## config.mk

```make
export PLATFORM = sky130hd
export DESIGN_NAME = opl_top
export DESIGN_NICKNAME = d
export VERILOG_FILES = /design/src/hw/opl_reg_pkg.sv /design/src/hw/audio_pkg.sv /design/src/hw/reg_file.sv /design/src/hw/timers.sv /design/src/hw/tone_gen.sv /design/src/hw/frame_fifo.sv /design/src/hw/i2s_tx.sv /design/src/hw/opl_top.sv
export VERILOG_INCLUDE_DIRS = /design/src /design/src/include
export SDC_FILE = /design/constraint.sdc
export NUM_CORES = 1
export LEC_CHECK = 0
export BUFFER_PORTS_ARGS = -buffer_cell sky130_fd_sc_hd__buf_2
export CORE_MARGIN = 8
export CORE_UTILIZATION = 50
export CTS_CLUSTER_DIAMETER = 150
export DETAILED_ROUTE_END_ITERATION = 16
export GPL_TIMING_DRIVEN = 0
export HOLD_SLACK_MARGIN = 0.06
export PLACE_DENSITY = 0.63
export SLEW_MARGIN = 25
export SYNTH_ARGS = -nofsm -noshare
export SYNTH_HDL_FRONTEND = slang
export SYNTH_SLANG_ARGS = --single-unit
```

## constraint.sdc

```tcl
create_clock -name clk -period 12.87 [get_ports clk]
set_input_delay 0.6435 -clock clk [delete_from_list [all_inputs] [get_ports clk]]
set_output_delay 0.6435 -clock clk [all_outputs]
set_load 0.01 [all_outputs]
```

## src/include/opl_config.svh

```systemverilog
`ifndef OPL_CONFIG_SVH
`define OPL_CONFIG_SVH

// voices in the tone generator
`define OPL_NUM_VOICES 4

// clock cycles per audio sample
`define OPL_SAMPLE_DIV 256

// stereo frames held between producer and serializer
`define OPL_FIFO_DEPTH 4

// clock cycles per serial bit
`define OPL_SCLK_DIV 4

`endif

```

## src/hw/opl_reg_pkg.sv

```systemverilog
`include "opl_config.svh"

package opl_reg_pkg;

    // host register map, voice v occupies 4v..4v+3
    typedef enum logic [7:0] {
        REG_VOICE_BASE = 8'h00,
        REG_TIMER1     = 8'h10,
        REG_TIMER2     = 8'h11,
        REG_TIMER_CTRL = 8'h12,
        REG_GLOBAL     = 8'h13,
        REG_STATUS     = 8'h14   // read only
    } reg_addr_e;

    typedef struct packed {
        logic [9:0] fnum;
        logic [2:0] block;
        logic       kon;
        logic [3:0] tl;   // attenuation, 6 dB per step
        logic       cha;  // left
        logic       chb;  // right
    } voice_cfg_t;

    typedef voice_cfg_t [`OPL_NUM_VOICES-1:0] voice_cfg_arr_t;

    typedef struct packed {
        logic [7:0] t1_preload;
        logic [7:0] t2_preload;
        logic       mt1;
        logic       mt2;
        logic       st1;
        logic       st2;
        logic       irq_rst;  // single cycle pulse
    } timer_cfg_t;

endpackage

```

## src/hw/audio_pkg.sv

```systemverilog
package audio_pkg;

    typedef logic signed [15:0] sample_t;

    localparam sample_t SAMPLE_MAX = 16'sh7fff;
    localparam sample_t SAMPLE_MIN = 16'sh8000;

    // left sits in the upper half and goes out first
    typedef struct packed {
        sample_t left;
        sample_t right;
    } stereo_frame_t;

    typedef enum logic [1:0] {
        IDLE,
        LOAD,
        SHIFT
    } i2s_state_e;

endpackage

```

## src/hw/reg_file.sv

```systemverilog
`timescale 1ns/10ps
`include "opl_config.svh"

module reg_file (
    input  logic                        clk,
    input  logic                        reset,
    input  logic                        cs,
    input  logic                        rd,
    input  logic                        wr,
    input  opl_reg_pkg::reg_addr_e      address,
    input  logic [7:0]                  data_in,
    input  logic                        ft1,
    input  logic                        ft2,
    input  logic                        irq,
    output logic [7:0]                  data_out,
    output logic                        rd_valid,
    output opl_reg_pkg::voice_cfg_arr_t voice_cfg,
    output opl_reg_pkg::timer_cfg_t     timer_cfg,
    output logic                        enable
);
    import opl_reg_pkg::*;

    localparam int NUM_VREGS = `OPL_NUM_VOICES * 4;

    logic [7:0] voice_regs [NUM_VREGS];
    logic [7:0] timer1_q;
    logic [7:0] timer2_q;
    logic [7:0] ctrl_q;
    logic [7:0] global_q;
    logic       irq_rst_q;
    logic [7:0] rd_data;
    logic       is_voice;
    logic       wr_en;
    logic       rd_en;

    assign wr_en    = cs && wr;
    assign rd_en    = cs && rd;
    assign is_voice = address[7:4] == REG_VOICE_BASE[7:4];

    always_ff @(posedge clk) begin
        if (reset) begin
            for (int i = 0; i < NUM_VREGS; i++) voice_regs[i] <= '0;
            timer1_q  <= '0;
            timer2_q  <= '0;
            ctrl_q    <= '0;
            global_q  <= '0;
            irq_rst_q <= 1'b0;
            rd_valid  <= 1'b0;
            data_out  <= '0;
        end else begin
            irq_rst_q <= 1'b0;  // pulse lasts one cycle
            rd_valid  <= rd_en;
            if (rd_en) data_out <= rd_data;
            if (wr_en) begin
                if (is_voice) begin
                    voice_regs[address[3:0]] <= data_in;
                end else begin
                    case (address)
                        REG_TIMER1:     timer1_q <= data_in;
                        REG_TIMER2:     timer2_q <= data_in;
                        REG_TIMER_CTRL: begin
                            ctrl_q    <= data_in;
                            irq_rst_q <= data_in[7];
                        end
                        REG_GLOBAL:     global_q <= data_in;
                        default:        ;  // status and holes ignore writes
                    endcase
                end
            end
        end
    end

    always_comb begin
        rd_data = 8'h00;
        if (is_voice) begin
            rd_data = voice_regs[address[3:0]];
        end else begin
            case (address)
                REG_TIMER1:     rd_data = timer1_q;
                REG_TIMER2:     rd_data = timer2_q;
                REG_TIMER_CTRL: rd_data = ctrl_q;
                REG_GLOBAL:     rd_data = global_q;
                REG_STATUS:     rd_data = {irq, ft1, ft2, 5'b0};
                default:        rd_data = 8'h00;
            endcase
        end
    end

    // unpack stored bytes into per-voice fields
    always_comb begin
        for (int v = 0; v < `OPL_NUM_VOICES; v++) begin
            voice_cfg[v].fnum  = {voice_regs[4*v+1][1:0], voice_regs[4*v]};
            voice_cfg[v].block = voice_regs[4*v+1][4:2];
            voice_cfg[v].kon   = voice_regs[4*v+1][5];
            voice_cfg[v].tl    = voice_regs[4*v+2][3:0];
            voice_cfg[v].cha   = voice_regs[4*v+3][1];
            voice_cfg[v].chb   = voice_regs[4*v+3][0];
        end
    end

    assign timer_cfg.t1_preload = timer1_q;
    assign timer_cfg.t2_preload = timer2_q;
    assign timer_cfg.mt1        = ctrl_q[6];
    assign timer_cfg.mt2        = ctrl_q[5];
    assign timer_cfg.st1        = ctrl_q[1];
    assign timer_cfg.st2        = ctrl_q[0];
    assign timer_cfg.irq_rst    = irq_rst_q;
    assign enable               = global_q[0];

    // host must never strobe both directions at once
    assert property (@(posedge clk) disable iff (reset) cs |-> !(rd && wr));

endmodule

```

## src/hw/timers.sv

```systemverilog
`timescale 1ns/10ps

module timers (
    input  logic                    clk,
    input  logic                    reset,
    input  logic                    sample_tick,
    input  opl_reg_pkg::timer_cfg_t timer_cfg,
    output logic                    ft1,
    output logic                    ft2,
    output logic                    irq
);
    logic [7:0] cnt     [2];
    logic [7:0] preload [2];
    logic [1:0] start;
    logic [1:0] mask;
    logic [1:0] flag;

    assign preload[0] = timer_cfg.t1_preload;
    assign preload[1] = timer_cfg.t2_preload;
    assign start      = {timer_cfg.st2, timer_cfg.st1};
    assign mask       = {timer_cfg.mt2, timer_cfg.mt1};

    always_ff @(posedge clk) begin
        if (reset) begin
            cnt[0] <= '0;
            cnt[1] <= '0;
            flag   <= '0;
        end else begin
            for (int i = 0; i < 2; i++) begin
                if (!start[i]) begin
                    cnt[i] <= preload[i];  // hold preload until started
                end else if (sample_tick) begin
                    if (cnt[i] == 8'hff) begin
                        cnt[i]  <= preload[i];
                        flag[i] <= 1'b1;  // sticky until irq_rst
                    end else begin
                        cnt[i] <= cnt[i] + 8'd1;
                    end
                end
            end
            if (timer_cfg.irq_rst) flag <= '0;
        end
    end

    assign ft1 = flag[0];
    assign ft2 = flag[1];
    assign irq = |(flag & ~mask);  // masked flags still show in status

endmodule

```

## src/hw/tone_gen.sv

```systemverilog
`timescale 1ns/10ps
`include "opl_config.svh"

module tone_gen (
    input  logic                        clk,
    input  logic                        reset,
    input  logic                        enable,
    input  opl_reg_pkg::voice_cfg_arr_t voice_cfg,
    input  logic                        full,
    output logic                        sample_tick,
    output logic                        push,
    output audio_pkg::stereo_frame_t    frame
);
    import audio_pkg::*;

    localparam int NV    = `OPL_NUM_VOICES;
    localparam int DIV_W = $clog2(`OPL_SAMPLE_DIV);

    logic        [DIV_W-1:0] div_cnt;
    logic        [19:0]      phase      [NV];
    logic        [19:0]      phase_next [NV];
    logic signed [17:0]      voice_val  [NV];
    logic signed [17:0]      sum_l;
    logic signed [17:0]      sum_r;

    function automatic sample_t clamp(input logic signed [17:0] s);
        if (s > SAMPLE_MAX) return SAMPLE_MAX;
        if (s < SAMPLE_MIN) return SAMPLE_MIN;
        return s[15:0];
    endfunction

    // sample tick divider, held at zero while disabled
    always_ff @(posedge clk) begin
        if (reset || !enable) begin
            div_cnt     <= '0;
            sample_tick <= 1'b0;
        end else begin
            sample_tick <= div_cnt == DIV_W'(`OPL_SAMPLE_DIV - 1);
            if (div_cnt == DIV_W'(`OPL_SAMPLE_DIV - 1)) div_cnt <= '0;
            else div_cnt <= div_cnt + 1'b1;
        end
    end

    // mix from the phases as they will be after this tick
    always_comb begin
        sum_l = '0;
        sum_r = '0;
        for (int v = 0; v < NV; v++) begin
            phase_next[v] = phase[v] + (20'(voice_cfg[v].fnum) << voice_cfg[v].block);
            voice_val[v]  = voice_cfg[v].kon ? 18'(15'h7fff >> voice_cfg[v].tl) : '0;
            if (phase_next[v][19]) voice_val[v] = -voice_val[v];  // low half of square
            if (voice_cfg[v].cha) sum_l = sum_l + voice_val[v];
            if (voice_cfg[v].chb) sum_r = sum_r + voice_val[v];
        end
    end

    always_ff @(posedge clk) begin
        if (reset || !enable) begin
            for (int v = 0; v < NV; v++) phase[v] <= '0;
        end else if (sample_tick) begin
            for (int v = 0; v < NV; v++) phase[v] <= phase_next[v];
        end
    end

    always_ff @(posedge clk) begin
        if (reset) begin
            push  <= 1'b0;
            frame <= '0;
        end else begin
            push <= sample_tick && !full;  // frame dropped when buffer is full
            if (sample_tick) begin
                frame.left  <= clamp(sum_l);
                frame.right <= clamp(sum_r);
            end
        end
    end

    assert property (@(posedge clk) disable iff (reset) push |-> $past(sample_tick));

endmodule

```

## src/hw/frame_fifo.sv

```systemverilog
`timescale 1ns/10ps
`include "opl_config.svh"

module frame_fifo (
    input  logic                     clk,
    input  logic                     reset,
    input  logic                     push,
    input  audio_pkg::stereo_frame_t frame_in,
    input  logic                     pop,
    output audio_pkg::stereo_frame_t frame_out,
    output logic                     full,
    output logic                     empty
);
    import audio_pkg::*;

    localparam int DEPTH = `OPL_FIFO_DEPTH;
    localparam int AW    = $clog2(DEPTH);

    stereo_frame_t mem [DEPTH];
    logic [AW-1:0] wr_ptr;
    logic [AW-1:0] rd_ptr;
    logic [AW:0]   count;
    logic          do_push;
    logic          do_pop;

    function automatic logic [AW-1:0] next_ptr(input logic [AW-1:0] p);
        return (p == AW'(DEPTH - 1)) ? '0 : p + 1'b1;
    endfunction

    assign do_push = push && !full;
    assign do_pop  = pop && !empty;

    always_ff @(posedge clk) begin
        if (do_push) mem[wr_ptr] <= frame_in;
    end

    always_ff @(posedge clk) begin
        if (reset) begin
            wr_ptr <= '0;
            rd_ptr <= '0;
            count  <= '0;
        end else begin
            if (do_push) wr_ptr <= next_ptr(wr_ptr);
            if (do_pop) rd_ptr <= next_ptr(rd_ptr);
            count <= count + (AW+1)'(do_push) - (AW+1)'(do_pop);
        end
    end

    assign frame_out = mem[rd_ptr];  // head visible before pop
    assign full      = count == (AW+1)'(DEPTH);
    assign empty     = count == '0;

    assert property (@(posedge clk) disable iff (reset) pop |-> !empty);
    assert property (@(posedge clk) disable iff (reset) push |-> !full);

endmodule

```

## src/hw/i2s_tx.sv

```systemverilog
`timescale 1ns/10ps
`include "opl_config.svh"

module i2s_tx (
    input  logic                     clk,
    input  logic                     reset,
    input  logic                     empty,
    input  audio_pkg::stereo_frame_t frame,
    output logic                     pop,
    output logic                     sclk,
    output logic                     ws,
    output logic                     sd
);
    import audio_pkg::*;

    localparam int DIV = `OPL_SCLK_DIV;
    localparam int DW  = $clog2(DIV);
    localparam int FW  = $bits(stereo_frame_t);

    i2s_state_e    state;
    logic [DW-1:0] div_cnt;
    logic [4:0]    bit_cnt;
    logic [FW-1:0] shreg;

    always_ff @(posedge clk) begin
        if (reset) begin
            state   <= IDLE;
            div_cnt <= '0;
            bit_cnt <= '0;
            shreg   <= '0;
        end else begin
            case (state)
                IDLE: if (!empty) state <= LOAD;
                LOAD: begin
                    shreg   <= frame;  // taken with the pop
                    div_cnt <= '0;
                    bit_cnt <= '0;
                    state   <= SHIFT;
                end
                SHIFT: begin
                    if (div_cnt == DW'(DIV - 1)) begin
                        div_cnt <= '0;
                        shreg   <= {shreg[FW-2:0], 1'b0};  // next bit on falling sclk
                        bit_cnt <= bit_cnt + 5'd1;
                        if (bit_cnt == 5'd31) state <= IDLE;
                    end else begin
                        div_cnt <= div_cnt + 1'b1;
                    end
                end
                default: state <= IDLE;
            endcase
        end
    end

    assign pop  = state == LOAD;
    assign sclk = (state == SHIFT) && (div_cnt >= DW'(DIV / 2));  // low half, then high half
    assign ws   = (state == SHIFT) && bit_cnt[4];                 // high for right word
    assign sd   = shreg[FW-1];

    // sd only moves while sclk is low
    assert property (@(posedge clk) disable iff (reset) $changed(sd) |-> !sclk);

endmodule

```

## src/hw/opl_top.sv

```systemverilog
`timescale 1ns/10ps

module opl_top (
    input  logic       clk,
    input  logic       reset,
    input  logic       cs,
    input  logic       rd,
    input  logic       wr,
    input  logic [7:0] address,
    input  logic [7:0] data_in,
    output logic [7:0] data_out,
    output logic       rd_valid,
    output logic       irq,
    output logic       sclk,
    output logic       ws,
    output logic       sd
);
    import opl_reg_pkg::*;
    import audio_pkg::*;

    voice_cfg_arr_t voice_cfg;
    timer_cfg_t     timer_cfg;
    stereo_frame_t  gen_frame;
    stereo_frame_t  head_frame;
    logic           enable;
    logic           ft1;
    logic           ft2;
    logic           sample_tick;
    logic           push;
    logic           pop;
    logic           full;
    logic           empty;

    reg_file reg_file_i (
        .clk       (clk),
        .reset     (reset),
        .cs        (cs),
        .rd        (rd),
        .wr        (wr),
        .address   (reg_addr_e'(address)),
        .data_in   (data_in),
        .ft1       (ft1),
        .ft2       (ft2),
        .irq       (irq),
        .data_out  (data_out),
        .rd_valid  (rd_valid),
        .voice_cfg (voice_cfg),
        .timer_cfg (timer_cfg),
        .enable    (enable)
    );

    timers timers_i (
        .clk         (clk),
        .reset       (reset),
        .sample_tick (sample_tick),
        .timer_cfg   (timer_cfg),
        .ft1         (ft1),
        .ft2         (ft2),
        .irq         (irq)
    );

    tone_gen tone_gen_i (
        .clk         (clk),
        .reset       (reset),
        .enable      (enable),
        .voice_cfg   (voice_cfg),
        .full        (full),
        .sample_tick (sample_tick),
        .push        (push),
        .frame       (gen_frame)
    );

    frame_fifo frame_fifo_i (
        .clk       (clk),
        .reset     (reset),
        .push      (push),
        .frame_in  (gen_frame),
        .pop       (pop),
        .frame_out (head_frame),
        .full      (full),
        .empty     (empty)
    );

    i2s_tx i2s_tx_i (
        .clk   (clk),
        .reset (reset),
        .empty (empty),
        .frame (head_frame),
        .pop   (pop),
        .sclk  (sclk),
        .ws    (ws),
        .sd    (sd)
    );

endmodule

```

* Word-level counts from Yosys, hierarchy flattened
Memories as Yosys holds them, arrays and structs flattened. A register that Yosys moved wholly into a read port is not among the register bits. Index checks and enable logic that the tools add are counted.
Word-level totals: flip-flop bits (word level) 134, bits in latches 0, bits in writable memories 352, bits in read-only memories 0, input port bits 21, word-level logic and storage cells 228, memories kept 4
Cells by class: add/sub/neg operators 23, $mul 0, div/mod/pow operators 0, $lt $le $gt $ge 5, equal/unequal tests 18, shift-type cells 8, muxes and demuxes 106, bitwise logic cells 15, reductions and logical operators 28
Memory list:
- frame_fifo_i.mem | words 4, width 32, read ports 1, clocked after Yosys merged registers in 1, write ports 1, RTL line frame_fifo.sv:19 | stereo_frame_t mem [DEPTH];
- reg_file_i.voice_regs | words 16, width 8, read ports 17, clocked after Yosys merged registers in 0, write ports 16, RTL line reg_file.sv:25 | logic [7:0] voice_regs [NUM_VREGS];
- tone_gen_i.phase | words 4, width 20, read ports 4, clocked after Yosys merged registers in 0, write ports 4, RTL line tone_gen.sv:20 | logic [19:0] phase [NV];
- timers_i.cnt | words 2, width 8, read ports 2, clocked after Yosys merged registers in 0, write ports 2, RTL line timers.sv:12 | logic [7:0] cnt [2];
Operators with widths (count):
- 2-to-1 mux 18 bit | 16
- 2-to-1 mux 16 bit | 8
- adder 18 bit | 6
- adder 20 bit | 4
- 2-to-1 mux 20 bit | 4
- left shift 10 x 3 -> 20 bit | 4
- negator 18 bit | 4
- >> shifter 15 x 4 -> 18 bit, first input constant | 4
- 2-to-1 mux 8 bit | 8
- one-hot mux 32 bit (2 select lines) | 1
- 2-to-1 mux 1 bit | 54
- equality test 8 x 5 -> 1 bit, second input constant | 5
- one-hot mux 8 bit (5 select lines) | 1
- > comparator 18 x 16 -> 1 bit, second input constant | 2
- < comparator 18 x 16 -> 1 bit, second input constant | 2
- 2-to-1 mux 32 bit | 1
- adder 8 x 1 -> 8 bit, second input constant | 3
- equality test 8 bit, second input constant | 3
- AND reduction 3 bit | 7
- 2-to-1 mux 2 bit | 8
- bitwise OR 1 bit | 10
- one-hot mux 5 bit (2 select lines) | 1
- equality test 2 bit, second input constant | 4
- OR reduction 8 bit | 1
- 27 further kinds | 42

* Depth between registers and ports, before layout
depth in word-level cells 20, depth in mapped cells 50

* Cells and area by module
A second synthesis with hierarchy kept.
Second synthesis, totals: cell total of the unflattened synthesis 3376, area, all modules 33489.6 um2
By module, submodules not included:
- tone_gen | instances 1, cells an instance 2233, area each 17121.4 um2, seq. area each 3243.1 um2
- reg_file | instances 1, cells an instance 624, area each 8235.4 um2, seq. area each 4684.5 um2
- frame_fifo | instances 1, cells an instance 217, area each 5093.6 um2, seq. area each 4023.9 um2
- i2s_tx | instances 1, cells an instance 199, area each 1950.6 um2, seq. area each 820.8 um2
- timers | instances 1, cells an instance 103, area each 1088.5 um2, seq. area each 520.5 um2

* Worst setup path after synthesis
No wires, ideal clock.
path type reg2reg, start point mem reg_file_i.voice_regs[5][2], end point reg tone_gen_i.frame[7] (netlist bit), library setup time 0.081 ns, arrival 9.842 ns, setup slack 2.947 ns, cell stages (with the launch flop) 46, path buffers 2, period minus slack after synthesis 9.923 ns, cells stage by stage edfxtp_1 -> clkbuf_1 -> mux2_2 -> o21ai_0 -> mux2i_1 -> ha_1 -> a21oi_1 -> o211ai_1 -> and4b_1 -> nor3_2 -> nor2_1 -> o21ai_0 -> ha_1 -> a21o_1 -> a21oi_1 -> a32oi_1 -> or2_2 -> a21o_1 -> [... 10 more ...] -> or3_1 -> a211oi_2 -> nor2_1 -> xor2_1 -> nand2_1 -> xnor2_1 -> ha_1 -> a21oi_1 -> o21ai_0 -> a21o_1 -> a21oi_1 -> o21ai_0 -> xnor2_1 -> xnor2_1 -> o2bb2ai_1 -> buf_2 -> o221ai_1 -> a211oi_2
RTL lines:
- from (decl) | RTL line reg_file.sv:25
- to (decl) | RTL line tone_gen.sv:12 | output audio_pkg::stereo_frame_t frame

==> flow_summary.yaml <==
timing:
  rsz0062_at_grt: "no"
  setup_viol: 0
  tns_ns: 0
  timing.final.crit_share: 0.934
  fmax_mhz: 83.2
  hold_viol_final: 0
  relSlewSlack: 0.296
  drv_slew: 0
  tightest_slew_ns: 1.06
  finClkSkew_ns: 0.0712
  timing.hold.ws_ns: 0.358
  finalCriticalPeriod_ns: 12.02
clock_tree:
  clockBufferDepth: 3
  clockRootBuffer: "clkbuf_16"
  cts_hold_buf: 0
  cts_setup_buffers: 0
  cts_inserted_buffers: 52
  ctsResizeCount: 0
  insertion_delay_ns: 0.64
  clock-sinks: 488
  clk_pin_slew_ns: 0.06
  cts_tree: "built"
  h-tree-depth: 2
synthesis:
  yosysTopAreaCellShare: 0.336
  syn_nets: 3388
  synthArstFlopShare: 0
  synthTopCellsByArea: "edfxtp_1 (34%), dfxtp_1 (8.6%), ha_1 (7.4%)"
  ys_warn_count: 0
  synth_cell_types: 88
  synth_top_area_cell: "edfxtp_1"
  ys_ff_latch: 488
  synthesis.area_sq_um: 31500
  synth_top_flop_cell: "edfxtp_1"
  synth_edf_count: 352
  synthCells: 3170
  syn_avg_cell_area_sq_um: 9.93
  ys_seq_area_frac: 0.422
min_path:
  hp-start: "data_in[7]"
  hold_class: "in -> reg"
routing:
  viasPerCell: 5.92
  drt_wl_total_mm: 85.1
  drtIter0Drc: 1946
  dr.pass1.iters: 6
  drc: 0
  vias: 24524
  drtAntennaViolNets: 0
  wl_per_cell_microns: 20.5
power:
  vdd_drop_max_mv: 0.122
  power_mw: 4.01
  power_frac_comb: 0.172
  p_sw_mw: 1.10
  p_int_mw: 2.91
  pwr-share-seq: 0.442
  power_density_nw_per_um2: 116
  switching_share: 0.274
  p_clk_frac: 0.386
  leakage_nw: 13.6
grt:
  grt_pass1_wl_mm: 133
  grtUsageTotal: 0.236
  antenna_found_initial: 3
  grt_overflow: 0
  grt_pass1_vias: 23938
  grt_start_max_net_pins: 51
die:
  rows: 92
  start_util: 0.503
  die_w_microns: 267
  ios: 34
  die_area_sq_um: 71300
  core-area_sq_um: 62600
  die_h_microns: 267
setup_path:
  critical_path_class: "reg -> reg"
  required_ns: 13.41
  slowest_stage: "o21ai_0"
  startpoint: "reg_file_i.voice_regs[5][2]$_SDFFCE_PN0P_"
  cp-start-kind: "flop"
  critical-path-max-stage-delay_ns: 0.74
  r2r_setup_slack_ns: 0.85
  crit_path_end_kind: "flop"
  cp_data_arrival_time_ns: 12.56
  cp_common_cell: "a21oi_1"
  worstReg2RegStart: "reg_file_i.voice_regs[5][2]$_SDFFCE_PN0P_"
  critPathMaxFanout: 10
final_layout:
  drive_above_1_share: 0.0910
  final_area_sq_um: 34600
  multi_input_area_sq_um: 17100
  seqCellArea_sq_um: 13300
  num-nets-final: 3472
  final_cell_mix: "nor2_1 (384), edfxtp_1 (352), nand2_1 (249), ha_1 (186), a21oi_1 (168)"
  nFillCells: 5532
  area_delta_synth_final_pct: 9.92
  final_common_cell: "nor2_1"
run:
  max_cap_viol_count: 0
place:
  postPlaceCellArea_sq_um: 32800
  hpwl_mm: 65.4
  portBuffers: 24
  routabilityCongestion: 0.941
outcome:
  outcome: "complete, no violations"
==> metal layers <==
layer  part of all wire  vias to the layer above  track usage
met5            0.00031                        -            0
met4              0.030                        4       0.0747
met3              0.061                      133       0.0308
met2               0.47                      752        0.391
met1               0.44                    11947        0.319
li1                   -                    11688            -
==> critical path, delay by kind of cell (launching register included) <==
kind            cells  cell delay [ns]
compound gates     21             5.09
simple gates        9             2.48
fa+ha+maj           4             1.40
xor+xnor            5             0.89
mux                 3             0.86
buf+inv             3             0.83
flops               1             0.38
==> final timing paths <==
check                                           to  depth (start not counted)
setup / recovery  tone_gen_i.frame[7]$_SDFFE_PP0P_                         45
hold / removal     reg_file_i.irq_rst_q$_SDFF_PP0_                          2
setup reg to reg  tone_gen_i.frame[7]$_SDFFE_PP0P_                         45
hold reg to reg      timers_i.flag[0]$_SDFFE_PP0P_                          1
==> Yosys cell counts, types with 12 or more instances <==
cell / n
nor2_1: 386
edfxtp_1: 352
nand2_1: 250
ha_1: 186
a21oi_1: 168
and2_1: 154
inv_1: 147
o21ai_0: 146
dfxtp_1: 136
xnor2_1: 129
clkbuf_1: 126
mux2i_1: 89
nor3_1: 81
mux4_2: 79
a21o_1: 60
xor2_1: 59
nand3_1: 53
a211oi_1: 46
mux2_2: 44
nor4_1: 42
and3_1: 40
o21bai_1: 35
nand2b_1: 31
nor2b_1: 31
buf_1: 21
o221ai_1: 19
or2_2: 19
nand4_1: 18
o22ai_1: 17
or3_1: 16
a31oi_1: 15
o211ai_1: 14
a21boi_0: 13
a22oi_1: 12
==> power by group through the flow <==
stage | logic, mW | registers (mW) | clock network (mW)
after floorplan | 0.517 | 1.79 | 0
after global placement | 0.659 | 1.80 | 0
after detailed placement | 0.680 | 1.80 | 0
after CTS | 0.684 | 1.77 | 1.57
after global routing | 0.759 | 1.78 | 1.63
final | 0.687 | 1.77 | 1.55
==> area by class of cell <==
cell class / count / area share
Clock buffer: 64 / 0.0403
Multi-Input combinational cell: 2381 / 0.493
Tap cell: 846 / 0.0306
Antenna cell: 2 / 0.000145
Clock inverter: 34 / 0.0114
Inverter: 150 / 0.0163
Sequential cell: 488 / 0.384
Timing Repair Buffer: 30 / 0.00694
Buffer: 151 / 0.0171
==> metrics by stage <==
step / instances / utilization / setup slack (ns)
floorplan: 3170 / - / 2.95
global placement: 4040 / 0.522 / 1.23
finish: 4146 / 0.553 / 0.845
detailed placement: 4046 / 0.524 / 0.978
CTS: 4144 / 0.553 / 0.976
global route: 4146 / 0.553 / 0.0517
==> state kept, by name, summed over array words and instances (netlist names), named ones only <==
register,cells
frame_fifo_i.mem,128
reg_file_i.voice_regs,128
tone_gen_i.phase,80
i2s_tx_i.shreg,32
tone_gen_i.frame,32
timers_i.cnt,16
reg_file_i.ctrl_q,8
reg_file_i.data_out,8
reg_file_i.global_q,8
reg_file_i.timer1_q,8
reg_file_i.timer2_q,8
tone_gen_i.div_cnt,8
i2s_tx_i.bit_cnt,5
frame_fifo_i.count,3
frame_fifo_i.rd_ptr,2
frame_fifo_i.wr_ptr,2
i2s_tx_i.div_cnt,2
i2s_tx_i.state,2
timers_i.flag,2
reg_file_i.irq_rst_q,1
reg_file_i.rd_valid,1
tone_gen_i.push,1
tone_gen_i.sample_tick,1
==> cells by family (layout without fill, tap and decap cells) <==
logic type / Yosys count / after routing / synth area share
AOI/OAI and AO/OA: 632 / 632 / 0.131
xor gates and xnor gates: 189 / 189 / 0.0528
adders and majority gates: 200 / 200 / 0.0819
buffers and inverters: 301 / 429 / 0.0366
DFF: 488 / 488 / 0.422
muxes: 213 / 213 / 0.101
other: 0 / 2 / 0
and+or+nand+nor: 1147 / 1147 / 0.174
Power figures use the tool's default switching activity.
